--- config.mk ---
export PLATFORM = sky130hd
export DESIGN_NAME = emcTop
export DESIGN_NICKNAME = d
export VERILOG_FILES = /design/src/common/emcPkg.sv /design/src/emc/emcArbiter.sv /design/src/emc/emcAddrMap.sv /design/src/emc/emcSequencer.sv /design/src/emcTop.sv
export SDC_FILE = /design/constraint.sdc
export NUM_CORES = 1
export LEC_CHECK = 0
export BUFFER_PORTS_ARGS = -buffer_cell sky130_fd_sc_hd__buf_2
export CAP_MARGIN = 20
export CORE_MARGIN = 5
export CORE_UTILIZATION = 42
export DETAILED_ROUTE_END_ITERATION = 12
export GPL_TIMING_DRIVEN = 0
export PLACE_DENSITY = 0.78
export SYNTH_ARGS = -nofsm -noshare
export SYNTH_HDL_FRONTEND = slang
export SYNTH_SLANG_ARGS = --single-unit
--- constraint.sdc ---
create_clock -name DSPCLK -period 2.58 [get_ports DSPCLK]
set_clock_uncertainty 0.2 [all_clocks]
set_input_delay 0.387 -clock DSPCLK [delete_from_list [all_inputs] [get_ports DSPCLK]]
set_output_delay 0.387 -clock DSPCLK [all_outputs]
set_load 0.03 [all_outputs]
--- src/common/emcPkg.sv ---
package emcPkg;

  // ---------------------------------------------------------------------
  // bus widths
  // ---------------------------------------------------------------------
  localparam int addrW    = 15;  // external address
  localparam int dataW    = 16;  // external data
  localparam int waitW    = 4;   // wait count per region
  localparam int reqAddrW = 14;  // pm, dm and dma request address
  localparam int ioAddrW  = 11;  // io request address
  localparam int rgnN     = 4;   // number of regions / requesters

  // ---------------------------------------------------------------------
  // regions, also used as the grant code
  // ---------------------------------------------------------------------
  typedef enum logic [1:0] {
    rgnPm  = 2'd0,
    rgnDm  = 2'd1,
    rgnIo  = 2'd2,
    rgnDma = 2'd3
  } emcRegion_e;

  // external cycle sequencer
  typedef enum logic [1:0] {
    sIdle   = 2'd0,
    sStrobe = 2'd1,  // selects and strobes low
    sDone   = 2'd2
  } seqState_e;

  // ---------------------------------------------------------------------
  // config registers
  // ---------------------------------------------------------------------
  typedef enum logic {
    cfgWait = 1'b0,  // wait states, one nibble per region
    cfgOvl  = 1'b1   // overlay pages
  } cfgReg_e;

  // wait register: [3:0] pm, [7:4] dm, [11:8] io, [15:12] dma
  localparam logic [dataW-1:0] waitRst = 16'h0000;

  // overlay register: [2:0] pm page, [5:4] dm page
  localparam logic [dataW-1:0] ovlRst = 16'h0000;

  // overlay field positions
  localparam int pmPageLo = 0;
  localparam int pmPageW  = 3;
  localparam int dmPageLo = 4;
  localparam int dmPageW  = 2;

endpackage

--- src/emc/emcArbiter.sv ---
`timescale 1ns/1ps

module emcArbiter
  import emcPkg::*;
(
  input  logic                DSPCLK,
  input  logic                PPclr,
  input  logic                pmValid,
  input  logic                pmWrite,
  input  logic [reqAddrW-1:0] pmAddr,
  input  logic [dataW-1:0]    pmWdata,
  output logic                pmReady,
  output logic                pmDone,
  input  logic                dmValid,
  input  logic                dmWrite,
  input  logic [reqAddrW-1:0] dmAddr,
  input  logic [dataW-1:0]    dmWdata,
  output logic                dmReady,
  output logic                dmDone,
  input  logic                ioValid,
  input  logic                ioWrite,
  input  logic [ioAddrW-1:0]  ioAddr,
  input  logic [dataW-1:0]    ioWdata,
  output logic                ioReady,
  output logic                ioDone,
  input  logic                dmaValid,
  input  logic                dmaWrite,
  input  logic [reqAddrW-1:0] dmaAddr,
  input  logic [dataW-1:0]    dmaWdata,
  output logic                dmaReady,
  output logic                dmaDone,
  input  logic                seqIdle,
  input  logic                seqDone,
  output logic                gntStart,
  output emcRegion_e          gntRegion,
  output logic                gntWrite,
  output logic [reqAddrW-1:0] gntAddr,
  output logic [dataW-1:0]    gntWdata
);

  logic                armed;  // low for the first cycle out of reset
  logic                canGrant;
  emcRegion_e          liveRegion;
  logic                liveWrite;
  logic [reqAddrW-1:0] liveAddr;
  emcRegion_e          heldRegion;
  logic                heldWrite;
  logic [reqAddrW-1:0] heldAddr;

  always_ff @(posedge DSPCLK or posedge PPclr) begin
    if (PPclr) begin
      armed <= 1'b0;
    end else begin
      armed <= 1'b1;
    end
  end

  // fixed priority pm > dm > io > dma
  assign canGrant = armed & seqIdle;
  assign pmReady  = canGrant & pmValid;
  assign dmReady  = canGrant & dmValid & ~pmValid;
  assign ioReady  = canGrant & ioValid & ~pmValid & ~dmValid;
  assign dmaReady = canGrant & dmaValid & ~pmValid & ~dmValid & ~ioValid;
  assign gntStart = pmReady | dmReady | ioReady | dmaReady;

  always_comb begin
    liveRegion = rgnDma;
    liveWrite  = dmaWrite;
    liveAddr   = dmaAddr;
    gntWdata   = dmaWdata;  // only sampled with gntStart
    if (pmValid) begin
      liveRegion = rgnPm;
      liveWrite  = pmWrite;
      liveAddr   = pmAddr;
      gntWdata   = pmWdata;
    end else if (dmValid) begin
      liveRegion = rgnDm;
      liveWrite  = dmWrite;
      liveAddr   = dmAddr;
      gntWdata   = dmWdata;
    end else if (ioValid) begin
      liveRegion = rgnIo;
      liveWrite  = ioWrite;
      liveAddr   = {{(reqAddrW-ioAddrW){1'b0}}, ioAddr};
      gntWdata   = ioWdata;
    end
  end

  // requester may move on after acceptance, keep the cycle's fields
  always_ff @(posedge DSPCLK or posedge PPclr) begin
    if (PPclr) begin
      heldRegion <= rgnPm;
      heldWrite  <= 1'b0;
    end else if (gntStart) begin
      heldRegion <= liveRegion;
      heldWrite  <= liveWrite;
    end
  end

  always_ff @(posedge DSPCLK) begin
    if (gntStart) begin
      heldAddr <= liveAddr;
    end
  end

  assign gntRegion = gntStart ? liveRegion : heldRegion;
  assign gntWrite  = gntStart ? liveWrite : heldWrite;
  assign gntAddr   = gntStart ? liveAddr : heldAddr;

  // route completion back to the owner
  assign pmDone  = seqDone & (heldRegion == rgnPm);
  assign dmDone  = seqDone & (heldRegion == rgnDm);
  assign ioDone  = seqDone & (heldRegion == rgnIo);
  assign dmaDone = seqDone & (heldRegion == rgnDma);

endmodule

--- src/emc/emcAddrMap.sv ---
`timescale 1ns/1ps

module emcAddrMap
  import emcPkg::*;
(
  input  logic                DSPCLK,
  input  logic                PPclr,
  input  logic                cfgWe,
  input  logic                cfgAddr,
  input  logic [dataW-1:0]    cfgData,
  input  emcRegion_e          gntRegion,
  input  logic [reqAddrW-1:0] gntAddr,
  input  logic                dmaPage,
  output logic [addrW-1:0]    extAddr,
  output logic [rgnN-1:0]     regionSel
);

  logic [pmPageW-1:0] pmPage;
  logic [dmPageW-1:0] dmPage;

  // ---------------------------------------------------------------------
  // overlay register, only the page fields are kept
  // ---------------------------------------------------------------------
  always_ff @(posedge DSPCLK or posedge PPclr) begin
    if (PPclr) begin
      pmPage <= ovlRst[pmPageLo +: pmPageW];
      dmPage <= ovlRst[dmPageLo +: dmPageW];
    end else if (cfgWe && (cfgReg_e'(cfgAddr) == cfgOvl)) begin
      pmPage <= cfgData[pmPageLo +: pmPageW];
      dmPage <= cfgData[dmPageLo +: dmPageW];
    end
  end

  // ---------------------------------------------------------------------
  // external address per region
  // ---------------------------------------------------------------------
  always_comb begin
    case (gntRegion)
      rgnPm:   extAddr = {pmPage, gntAddr[11:0]};  // 4K window
      rgnDm:   extAddr = {dmPage, gntAddr[12:0]};  // 8K window
      rgnIo:   extAddr = {{(addrW-ioAddrW){1'b0}}, gntAddr[ioAddrW-1:0]};
      rgnDma:  extAddr = {dmaPage, gntAddr[13:0]};
      default: extAddr = '0;
    endcase
  end

  // one-hot region select, bit n for region code n
  always_comb begin
    regionSel = '0;
    regionSel[gntRegion] = 1'b1;
  end

endmodule

--- src/emc/emcSequencer.sv ---
`timescale 1ns/1ps

module emcSequencer
  import emcPkg::*;
(
  input  logic             DSPCLK,
  input  logic             PPclr,
  input  logic             cfgWe,
  input  logic             cfgAddr,
  input  logic [dataW-1:0] cfgData,
  input  logic             gntStart,
  input  emcRegion_e       gntRegion,
  input  logic             gntWrite,
  input  logic [dataW-1:0] gntWdata,
  input  logic [rgnN-1:0]  regionSel,
  input  logic [dataW-1:0] extDin,
  output logic             pmSelN,
  output logic             dmSelN,
  output logic             ioSelN,
  output logic             dmaSelN,
  output logic             rdN,
  output logic             wrN,
  output logic [dataW-1:0] extDout,
  output logic             extDoe,
  output logic [dataW-1:0] rdData,
  output logic             seqIdle,
  output logic             seqDone
);

  seqState_e        state;
  seqState_e        nextState;
  logic [dataW-1:0] waitReg;
  logic [waitW-1:0] waitCnt;
  logic [waitW-1:0] waitLoad;
  logic             strobing;
  logic             lastCycle;

  // ---------------------------------------------------------------------
  // wait-state register
  // ---------------------------------------------------------------------
  always_ff @(posedge DSPCLK or posedge PPclr) begin
    if (PPclr) begin
      waitReg <= waitRst;
    end else if (cfgWe && (cfgReg_e'(cfgAddr) == cfgWait)) begin
      waitReg <= cfgData;
    end
  end

  assign waitLoad = waitReg[int'(gntRegion)*waitW +: waitW];  // nibble of the region

  // ---------------------------------------------------------------------
  // bus cycle FSM
  // ---------------------------------------------------------------------
  assign strobing  = (state == sStrobe);
  assign lastCycle = strobing & (waitCnt == '0);

  always_comb begin
    nextState = state;
    case (state)
      sIdle: begin
        if (gntStart) begin
          nextState = sStrobe;
        end
      end
      sStrobe: begin
        if (lastCycle) begin
          nextState = sDone;
        end
      end
      sDone:   nextState = sIdle;
      default: nextState = sIdle;
    endcase
  end

  always_ff @(posedge DSPCLK or posedge PPclr) begin
    if (PPclr) begin
      state <= sIdle;
    end else begin
      state <= nextState;
    end
  end

  // counts the extra strobe cycles
  always_ff @(posedge DSPCLK or posedge PPclr) begin
    if (PPclr) begin
      waitCnt <= '0;
    end else if (gntStart) begin
      waitCnt <= waitLoad;
    end else if (strobing && !lastCycle) begin
      waitCnt <= waitCnt - 1'b1;
    end
  end

  // ---------------------------------------------------------------------
  // registered strobes, one cycle behind the state
  // ---------------------------------------------------------------------
  always_ff @(posedge DSPCLK or posedge PPclr) begin
    if (PPclr) begin
      pmSelN  <= 1'b1;
      dmSelN  <= 1'b1;
      ioSelN  <= 1'b1;
      dmaSelN <= 1'b1;
      rdN     <= 1'b1;
      wrN     <= 1'b1;
      extDoe  <= 1'b0;
      seqDone <= 1'b0;
    end else begin
      pmSelN  <= ~(strobing & regionSel[rgnPm]);
      dmSelN  <= ~(strobing & regionSel[rgnDm]);
      ioSelN  <= ~(strobing & regionSel[rgnIo]);
      dmaSelN <= ~(strobing & regionSel[rgnDma]);
      rdN     <= ~(strobing & ~gntWrite);
      wrN     <= ~(strobing & gntWrite);
      // data held one cycle past the rising wrN
      extDoe  <= gntWrite & (strobing | (state == sDone));
      seqDone <= (state == sDone);
    end
  end

  // write data taken at acceptance, read data at the last strobe edge
  always_ff @(posedge DSPCLK) begin
    if (gntStart) begin
      extDout <= gntWdata;
    end
    if ((state == sDone) && !gntWrite) begin
      rdData <= extDin;
    end
  end

  assign seqIdle = (state == sIdle) & ~seqDone;  // no accept during done

endmodule

--- src/emcTop.sv ---
`timescale 1ns/1ps

module emcTop
  import emcPkg::*;
(
  input  logic                DSPCLK,
  input  logic                PPclr,
  // ---------------------------------------------------------------------
  // requesters
  // ---------------------------------------------------------------------
  input  logic                pmValid,
  input  logic                pmWrite,
  input  logic [reqAddrW-1:0] pmAddr,
  input  logic [dataW-1:0]    pmWdata,
  output logic                pmReady,
  output logic                pmDone,
  input  logic                dmValid,
  input  logic                dmWrite,
  input  logic [reqAddrW-1:0] dmAddr,
  input  logic [dataW-1:0]    dmWdata,
  output logic                dmReady,
  output logic                dmDone,
  input  logic                ioValid,
  input  logic                ioWrite,
  input  logic [ioAddrW-1:0]  ioAddr,
  input  logic [dataW-1:0]    ioWdata,
  output logic                ioReady,
  output logic                ioDone,
  input  logic                dmaValid,
  input  logic                dmaWrite,
  input  logic [reqAddrW-1:0] dmaAddr,
  input  logic [dataW-1:0]    dmaWdata,
  output logic                dmaReady,
  output logic                dmaDone,
  input  logic                dmaPage,
  output logic [dataW-1:0]    rdData,
  // config
  input  logic                cfgWe,
  input  logic                cfgAddr,
  input  logic [dataW-1:0]    cfgData,
  // ---------------------------------------------------------------------
  // external bus
  // ---------------------------------------------------------------------
  output logic [addrW-1:0]    extAddr,
  output logic [dataW-1:0]    extDout,
  output logic                extDoe,
  input  logic [dataW-1:0]    extDin,
  output logic                pmSelN,
  output logic                dmSelN,
  output logic                ioSelN,
  output logic                dmaSelN,
  output logic                rdN,
  output logic                wrN
);

  logic                gntStart;
  emcRegion_e          gntRegion;
  logic                gntWrite;
  logic [reqAddrW-1:0] gntAddr;
  logic [dataW-1:0]    gntWdata;
  logic [rgnN-1:0]     regionSel;
  logic                seqIdle;
  logic                seqDone;

  emcArbiter i_emcArbiter (
    .DSPCLK   (DSPCLK),
    .PPclr    (PPclr),
    .pmValid  (pmValid),
    .pmWrite  (pmWrite),
    .pmAddr   (pmAddr),
    .pmWdata  (pmWdata),
    .pmReady  (pmReady),
    .pmDone   (pmDone),
    .dmValid  (dmValid),
    .dmWrite  (dmWrite),
    .dmAddr   (dmAddr),
    .dmWdata  (dmWdata),
    .dmReady  (dmReady),
    .dmDone   (dmDone),
    .ioValid  (ioValid),
    .ioWrite  (ioWrite),
    .ioAddr   (ioAddr),
    .ioWdata  (ioWdata),
    .ioReady  (ioReady),
    .ioDone   (ioDone),
    .dmaValid (dmaValid),
    .dmaWrite (dmaWrite),
    .dmaAddr  (dmaAddr),
    .dmaWdata (dmaWdata),
    .dmaReady (dmaReady),
    .dmaDone  (dmaDone),
    .seqIdle  (seqIdle),
    .seqDone  (seqDone),
    .gntStart (gntStart),
    .gntRegion(gntRegion),
    .gntWrite (gntWrite),
    .gntAddr  (gntAddr),
    .gntWdata (gntWdata)
  );

  emcAddrMap i_emcAddrMap (
    .DSPCLK   (DSPCLK),
    .PPclr    (PPclr),
    .cfgWe    (cfgWe),
    .cfgAddr  (cfgAddr),
    .cfgData  (cfgData),
    .gntRegion(gntRegion),
    .gntAddr  (gntAddr),
    .dmaPage  (dmaPage),
    .extAddr  (extAddr),
    .regionSel(regionSel)
  );

  emcSequencer i_emcSequencer (
    .DSPCLK   (DSPCLK),
    .PPclr    (PPclr),
    .cfgWe    (cfgWe),
    .cfgAddr  (cfgAddr),
    .cfgData  (cfgData),
    .gntStart (gntStart),
    .gntRegion(gntRegion),
    .gntWrite (gntWrite),
    .gntWdata (gntWdata),
    .regionSel(regionSel),
    .extDin   (extDin),
    .pmSelN   (pmSelN),
    .dmSelN   (dmSelN),
    .ioSelN   (ioSelN),
    .dmaSelN  (dmaSelN),
    .rdN      (rdN),
    .wrN      (wrN),
    .extDout  (extDout),
    .extDoe   (extDoe),
    .rdData   (rdData),
    .seqIdle  (seqIdle),
    .seqDone  (seqDone)
  );

endmodule

; ---- Word-level counts from Yosys, hierarchy flattened
; Cells that the tools add are included.
[word_totals]
register_bits = 85
in_bits = 162
output_inout_bits = 62
elab_cells = 109
[op_classes]
n_addsub = 1
magnitude_cmp = 2
eq_ne = 10
shifts = 1
mux = 23
n_bitwise = 40
reduce_logical = 13
[ops]
columns = op, n
row1 = one-hot mux 15 bit (4 select lines), 1
row2 = two-way mux 14 bit, 4
row3 = two-way mux 16 bit, 3
row4 = AND 1 bit, 24
row5 = indexed part select 16 x 5 -> 4 bit, 1
row6 = NOT 1 bit, 12
row7 = "== test 2 bit, second input constant", 5
row8 = two-way mux 2 bit, 5
row9 = two-way mux 4 bit, 2
row10 = "== test 2 x 1 -> 1 bit, second input constant", 3
row11 = logical NOT 2 bit, 3
row12 = two-way mux 1 bit, 6
row13 = logical AND 1 bit, 5
row14 = logical NOT 4 bit, 1
row15 = "!= test 2 bit, second input constant", 2
row16 = bitwise OR 1 bit, 4
row17 = one-hot mux 2 bit (2 select lines), 1
row18 = "subtractor 4 x 1 -> 4 bit, second input constant", 1
row19 = "< comparator 2 x 3 -> 1 bit, second input constant", 1
row20 = demux 1 bit (select 2 bit), 1
row21 = "greater-or-equal comparator 2 x 1 -> 1 bit, second input constant", 1
row22 = logical NOT 1 bit, 2
row23 = AND reduction 2 bit, 1
row24 = nonzero test 2 bit, 1

; ---- Logic depth before layout (Yosys ltp)
[logic_depth]
word_depth = 15
mapped_depth = 8
depth_no_buf = 7

; ---- Modules after synthesis
; A second synthesis with hierarchy kept.
[unflattened]
cells_unflattened = 385
area_unflattened_um2 = 4423.0
[by_module_without_submodules]
columns = module, n_inst, cells_per_inst, area_each_um2, seq_area_each_um2
row1 = emcSequencer, 1, 138, 2377.3, 1719.1
row2 = emcArbiter, 1, 210, 1671.6, 380.4
row3 = emcAddrMap, 1, 37, 374.1, 125.1

; ---- Least setup slack after synthesis
; Ideal clock, no wire load.
[synth_path]
path_kind = reg-to-reg
startpoint = reg i_emcSequencer.state[0]
endpoint = reg i_emcSequencer.rdData[0], enable pin
setup_ns = 0.389
arrival_ns = 2.106
path_slack_ns = -0.115
path_stages_with_launch = 8
synth_period_minus_slack_ns = 2.695
cell_sequence = dfrtp_1 -> inv_1 -> ha_1 -> and3b_1 -> nand2_2 -> inv_2 -> a31oi_4 -> nor2_1
[synth_via]
elab_chain_cells = 11
elab_cells_between_ends = 20
[synth_lines]
columns = item, line
row1 = start: declaration, emcSequencer.sv:30  ; seqState_e state;
row2 = start signal: assignment, emcSequencer.sv:77  ; state <= sIdle;
row3 = start signal: assignment, emcSequencer.sv:79  ; state <= nextState;
row4 = logical NOT 2 bit (*), emcSequencer.sv:130  ; assign seqIdle = (state == sIdle) & ~seqDone;
row5 = AND 1 bit (*), emcSequencer.sv:130
row6 = AND 1 bit (*), emcArbiter.sv:59  ; assign canGrant = armed & seqIdle;
row7 = "AND 1 bit, on equally long branches (2 in a row)", "emcArbiter.sv:61, emcArbiter.sv:62, emcArbiter.sv:63"
row8 = "bitwise OR 1 bit, or another cell as far along", emcArbiter.sv:64  ; assign gntStart = pmReady | dmReady | ioReady | dmaReady;
row9 = bitwise OR 1 bit / AND 1 bit (equally long branches), "emcArbiter.sv:64, emcArbiter.sv:63"
row10 = bitwise OR 1 bit (*), emcArbiter.sv:64
row11 = two-way mux 1 bit (*), emcArbiter.sv:107  ; assign gntWrite = gntStart ? liveWrite : heldWrite;
row12 = named net gntWrite, emcTop.sv:58  ; logic gntWrite;
row13 = logical NOT 1 bit (*), emcSequencer.sv:125  ; if ((state == sDone) && !gntWrite) begin
row14 = logical AND 1 bit (*), emcSequencer.sv:125
row15 = end signal: assignment, emcSequencer.sv:126  ; rdData <= extDin;
row16 = end: declaration, emcSequencer.sv:25  ; output logic [dataW-1:0] rdData,
; The timed path passes the listed nets; every way through them passes the cells marked *.
; A chain may end at the register's enable or synchronous reset.

; ---- Worst setup path in the final report
[layout_path]
startpoint = reg i_emcSequencer.state[1]
endpoint = out extAddr[12]
[layout_via]
elab_chain_cells = 11
elab_cells_between_ends = 23
[layout_lines]
columns = item, line
row1 = logical NOT 2 bit (*), emcSequencer.sv:130
row2 = AND 1 bit (*), emcSequencer.sv:130
row3 = AND 1 bit (*), emcArbiter.sv:59
row4 = "AND 1 bit, on equally long branches (2 in a row)", "emcArbiter.sv:61, emcArbiter.sv:62, emcArbiter.sv:63"
row5 = "bitwise OR 1 bit, or another cell as far along", emcArbiter.sv:64
row6 = bitwise OR 1 bit / AND 1 bit (equally long branches), "emcArbiter.sv:64, emcArbiter.sv:63"
row7 = bitwise OR 1 bit (*), emcArbiter.sv:64
row8 = two-way mux 2 bit, emcArbiter.sv:106  ; assign gntRegion = gntStart ? liveRegion : heldRegion;
row9 = "== test 2 bit, or another cell as far along", emcAddrMap.sv:38  ; case (gntRegion)
row10 = one-hot mux 15 bit (4 select lines) (*), emcAddrMap.sv:38
row11 = end: declaration, emcTop.sv:44  ; output logic [addrW-1:0] extAddr,
; Every way passes the cells marked *; elsewhere a longest branch is shown, timed or not. The select of a mux whose other input is x is not followed.

==> results.yml <==
run_status:
  status: "finished with violations"
  violations: "setup timing"
grt:
  track_usage_pct: 22.51
  gr-total-overflow: 0
  antenna_found_initial: 2
  grt_pass1_wl_mm: 22.77
  grt_max_degree: 40
  grt_pass1_vias: 4511
critical_path:
  crit_buf_inv: 3
  cp-end-kind: "output port"
  critPathRequiredTime_ns: 1.99
  crit_path_top_delay_cell: "dfrtp_1"
  critPathMaxStageDelay_ns: 0.40
  critical-path-top-delay-family: "simple AND/OR/NAND/NOR gates"
  start_kind: "flip-flop"
  crit_chain: "inv_2, ha_4, nand3b_1, nor4_4, buf_4, nor2_4, a311o_1, buf_6"
  worstPathMaxFanout: 4
  worstSetupStartpoint: "i_emcSequencer.state[1]"
  path_depth: 8
  reg2regPathDepth: 8
  cp.arrival_ns: 2.16
  critPathKind: "flip-flop to output port"
  r2r-start: "i_emcSequencer.state[0]"
routing:
  wl_per_cell_um: 17.78
  routed_wirelength_mm: 14.88
  firstDrtPassIters: 5
  ant_nets: 0
  via_count: 4358
  routed_via_density: 5.207
  drtIter0Drc: 248
  drc: 0
synth:
  netlist_instances: 428
  synth_top_area_share_pct: 21.74
  post_synth_main_area_contributors: "edfxtp_1 22%, dfrtp_1 19%, mux2i_1 9.7%"
  ys_seq_area_share_pct: 50.34
  synth_most_common_cell: "nand2_1"
  postSynth.asyncResetShare_pct: 45.88
  yosys-top-cells-count: "54 x nand2_1, 47 x o21ai_0, 43 x mux2i_1"
  synth_area_leader_cell: "edfxtp_1"
  netlist_area_mm2: 0.004419
  ys.flop_type: "dfrtp_1"
  synth_edf_count: 32
  synth_cell_types: 54
  yosys_warnings: 0
  synth.net_count: 596
  syn_avg_cell_area_um2: 10.33
  ys_ff_latch: 85
clock_tree:
  clock-sinks: 85
  clk_latency_ns: 0.36
  cts_tree: "built"
  cts.clk_slew.worst_paths_ns: 0.08
  numCtsBuffers: 9
  htreeDepth: 3
  ctsRootBufferMaster: "clkbuf_8"
  clock_path_buffers: 2
timing:
  finalHoldViolCount: 0
  fin_ws_ns: -0.1645
  setup_violations: 3
  setup_tns_ns: -0.4008
  finalMaxSlewViolations: 0
  post-route-period-util_pct: 106.4
  maxSlewHeadroom_pct: 45.49
  period_needed_ns: 2.744
  rsz0062_at_grt: "yes"
  worst_pin_slew_ns: 0.8164
  fmax_mhz: 364.4
worst_hold_path:
  holdCritStartpoint: "extDin[2]"
  hold_path.class: "primary input to flip-flop"
  hold_depth: 1
flow_run:
  cap_violations: 0
pwr:
  ir_drop_mv: 0.5383
  power_density_mw_per_mm2: 921.6
  total_power_uw: 6022
  p_leak_uw: 0.003115
floorplan:
  ios: 224
  initial_core_util_pct: 43.00
  num_rows: 37
  die_w_um: 112.6
  coreArea_mm2: 0.01028
  dieArea_mm2: 0.01267
  die_h_um: 112.6
placement:
  place_congestion: 0.9327
  port_buffers: 223
  post-dp-hpwl_mm: 11.15
final_layout:
  fillers: 861
  antenna-diode-count: 0
  layout.nets: 864
  syn_to_final_growth_pct: 47.85
  layout-drive-gt1-share_pct: 50.21
## where the power goes
part	total, µW	switching [µW]	internal (µW)
combinational	3000	1710	1290
sequential	1980	168	1820
clock	1040	487	550
## cells in the final DEF (no fill, tap or decap), types with 16 or more instances in the layout
master | netlist | final
dfrtp_1 | 33 | 33
nor2_1 | 26 | 25
edfxtp_1 | 32 | 32
buf_4 | 11 | 35
buf_2 | 14 | 213
mux2i_1 | 43 | 42
dlygate4sd3_1 | 0 | 16
nand2_1 | 54 | 49
mux2_2 | 24 | 24
o21ai_0 | 47 | 35
a21oi_1 | 22 | 22
## sequential cells by signal, indices dropped and copies added (netlist names), 2 cells and up
register,cells
i_emcArbiter.heldAddr,14
i_emcSequencer.extDout,16
i_emcAddrMap.pmPage,3
i_emcArbiter.heldRegion,2
i_emcAddrMap.dmPage,2
i_emcSequencer.state,2
i_emcSequencer.rdData,16
i_emcSequencer.waitCnt,4
i_emcSequencer.waitReg,16
## kinds of logic (layout without fill, tap and decap cells)
logic type	count (synthesis)	count (layout)	share of synthesized area, %
and+or+nand+nor	117	117	12.32
adders and majority gates	6	6	1.699
xor gates and xnor gates	2	2	0.3964
DFF	85	85	50.34
muxes	67	67	15.85
AOI/OAI and AO/OA	96	96	13.36
buffers and inverters	54	327	5.946
other	1	1	0.08486
## layer usage
metal	part of all wire [%]	track usage, %	vias up
met2	51	39.81	202
li1	-	-	2053
met1	39	26.25	2063
met3	7.3	5.660	36
met5	0.18	0	-
met4	2.7	8.253	4
## worst register-to-register path: cells and delay by family, from the launching register on
| family | cells | cell delay, ns |
|---|---|---|
| simple gates | 2 | 0.64 |
| buf+inv | 3 | 0.36 |
| compound gates | 2 | 0.30 |
| flops | 1 | 0.38 |
| fa+ha+maj | 1 | 0.16 |
## cell type report
cell class	instances	area (µm²)	area share, %
Sequential cell	85	2225	34.05
Multi-Input combinational cell	289	2093	32.04
Timing Repair Buffer	256	1478	22.62
Buffer	39	281.5	4.309
Tap cell	136	170.2	2.604
Clock buffer	11	131.4	2.011
Clock inverter	5	85.08	1.302
Inverter	15	63.81	0.9766
Timing Repair inverter	1	6.256	0.09575
## metrics by stage
| step | area [µm²] | utilization, % | setup WS [ns] | instances | hold slack (ns) |
|---|---|---|---|---|---|
| detailed placement | 5714 | 55.60 | -0.3962 | 787 | 0.2521 |
| floorplan | 4428 | - | 0.07393 | 428 | 0.2272 |
| finish | 6534 | 63.57 | -0.1645 | 837 | 0.01689 |
| global route | 6534 | 63.57 | -0.2351 | 837 | -0.004066 |
| global placement | 5714 | 55.60 | -0.3296 | 787 | 0.2331 |
| CTS | 6346 | 61.75 | -0.1270 | 828 | 0.0009060 |
## path summary, 6_finish.rpt
path | endpoint | slack (ns)
worst max-delay path | extAddr[12] | -0.16
worst min-delay path | i_emcSequencer.rdData[2] | 0.02
worst max register to register | i_emcSequencer.rdData[8] | 0.20
worst min register to register | i_emcArbiter.heldAddr[0] | 0.25
max in group asynchronous | i_emcSequencer.waitReg[10] | 1.12
min in group asynchronous | i_emcArbiter.heldRegion[0] | 0.54
## timing repair
action / CTS / global route
endpoints found under the hold margin: 25 / 1
setup endpoints to repair: 34 / 17
pin swaps: 12 / 7
cloned: 1 / 0
hold buffers: 15 / 1
buffers inserted: 9 / 8
gates resized for setup: 70 / 35
(Power assumes the default switching activity.)
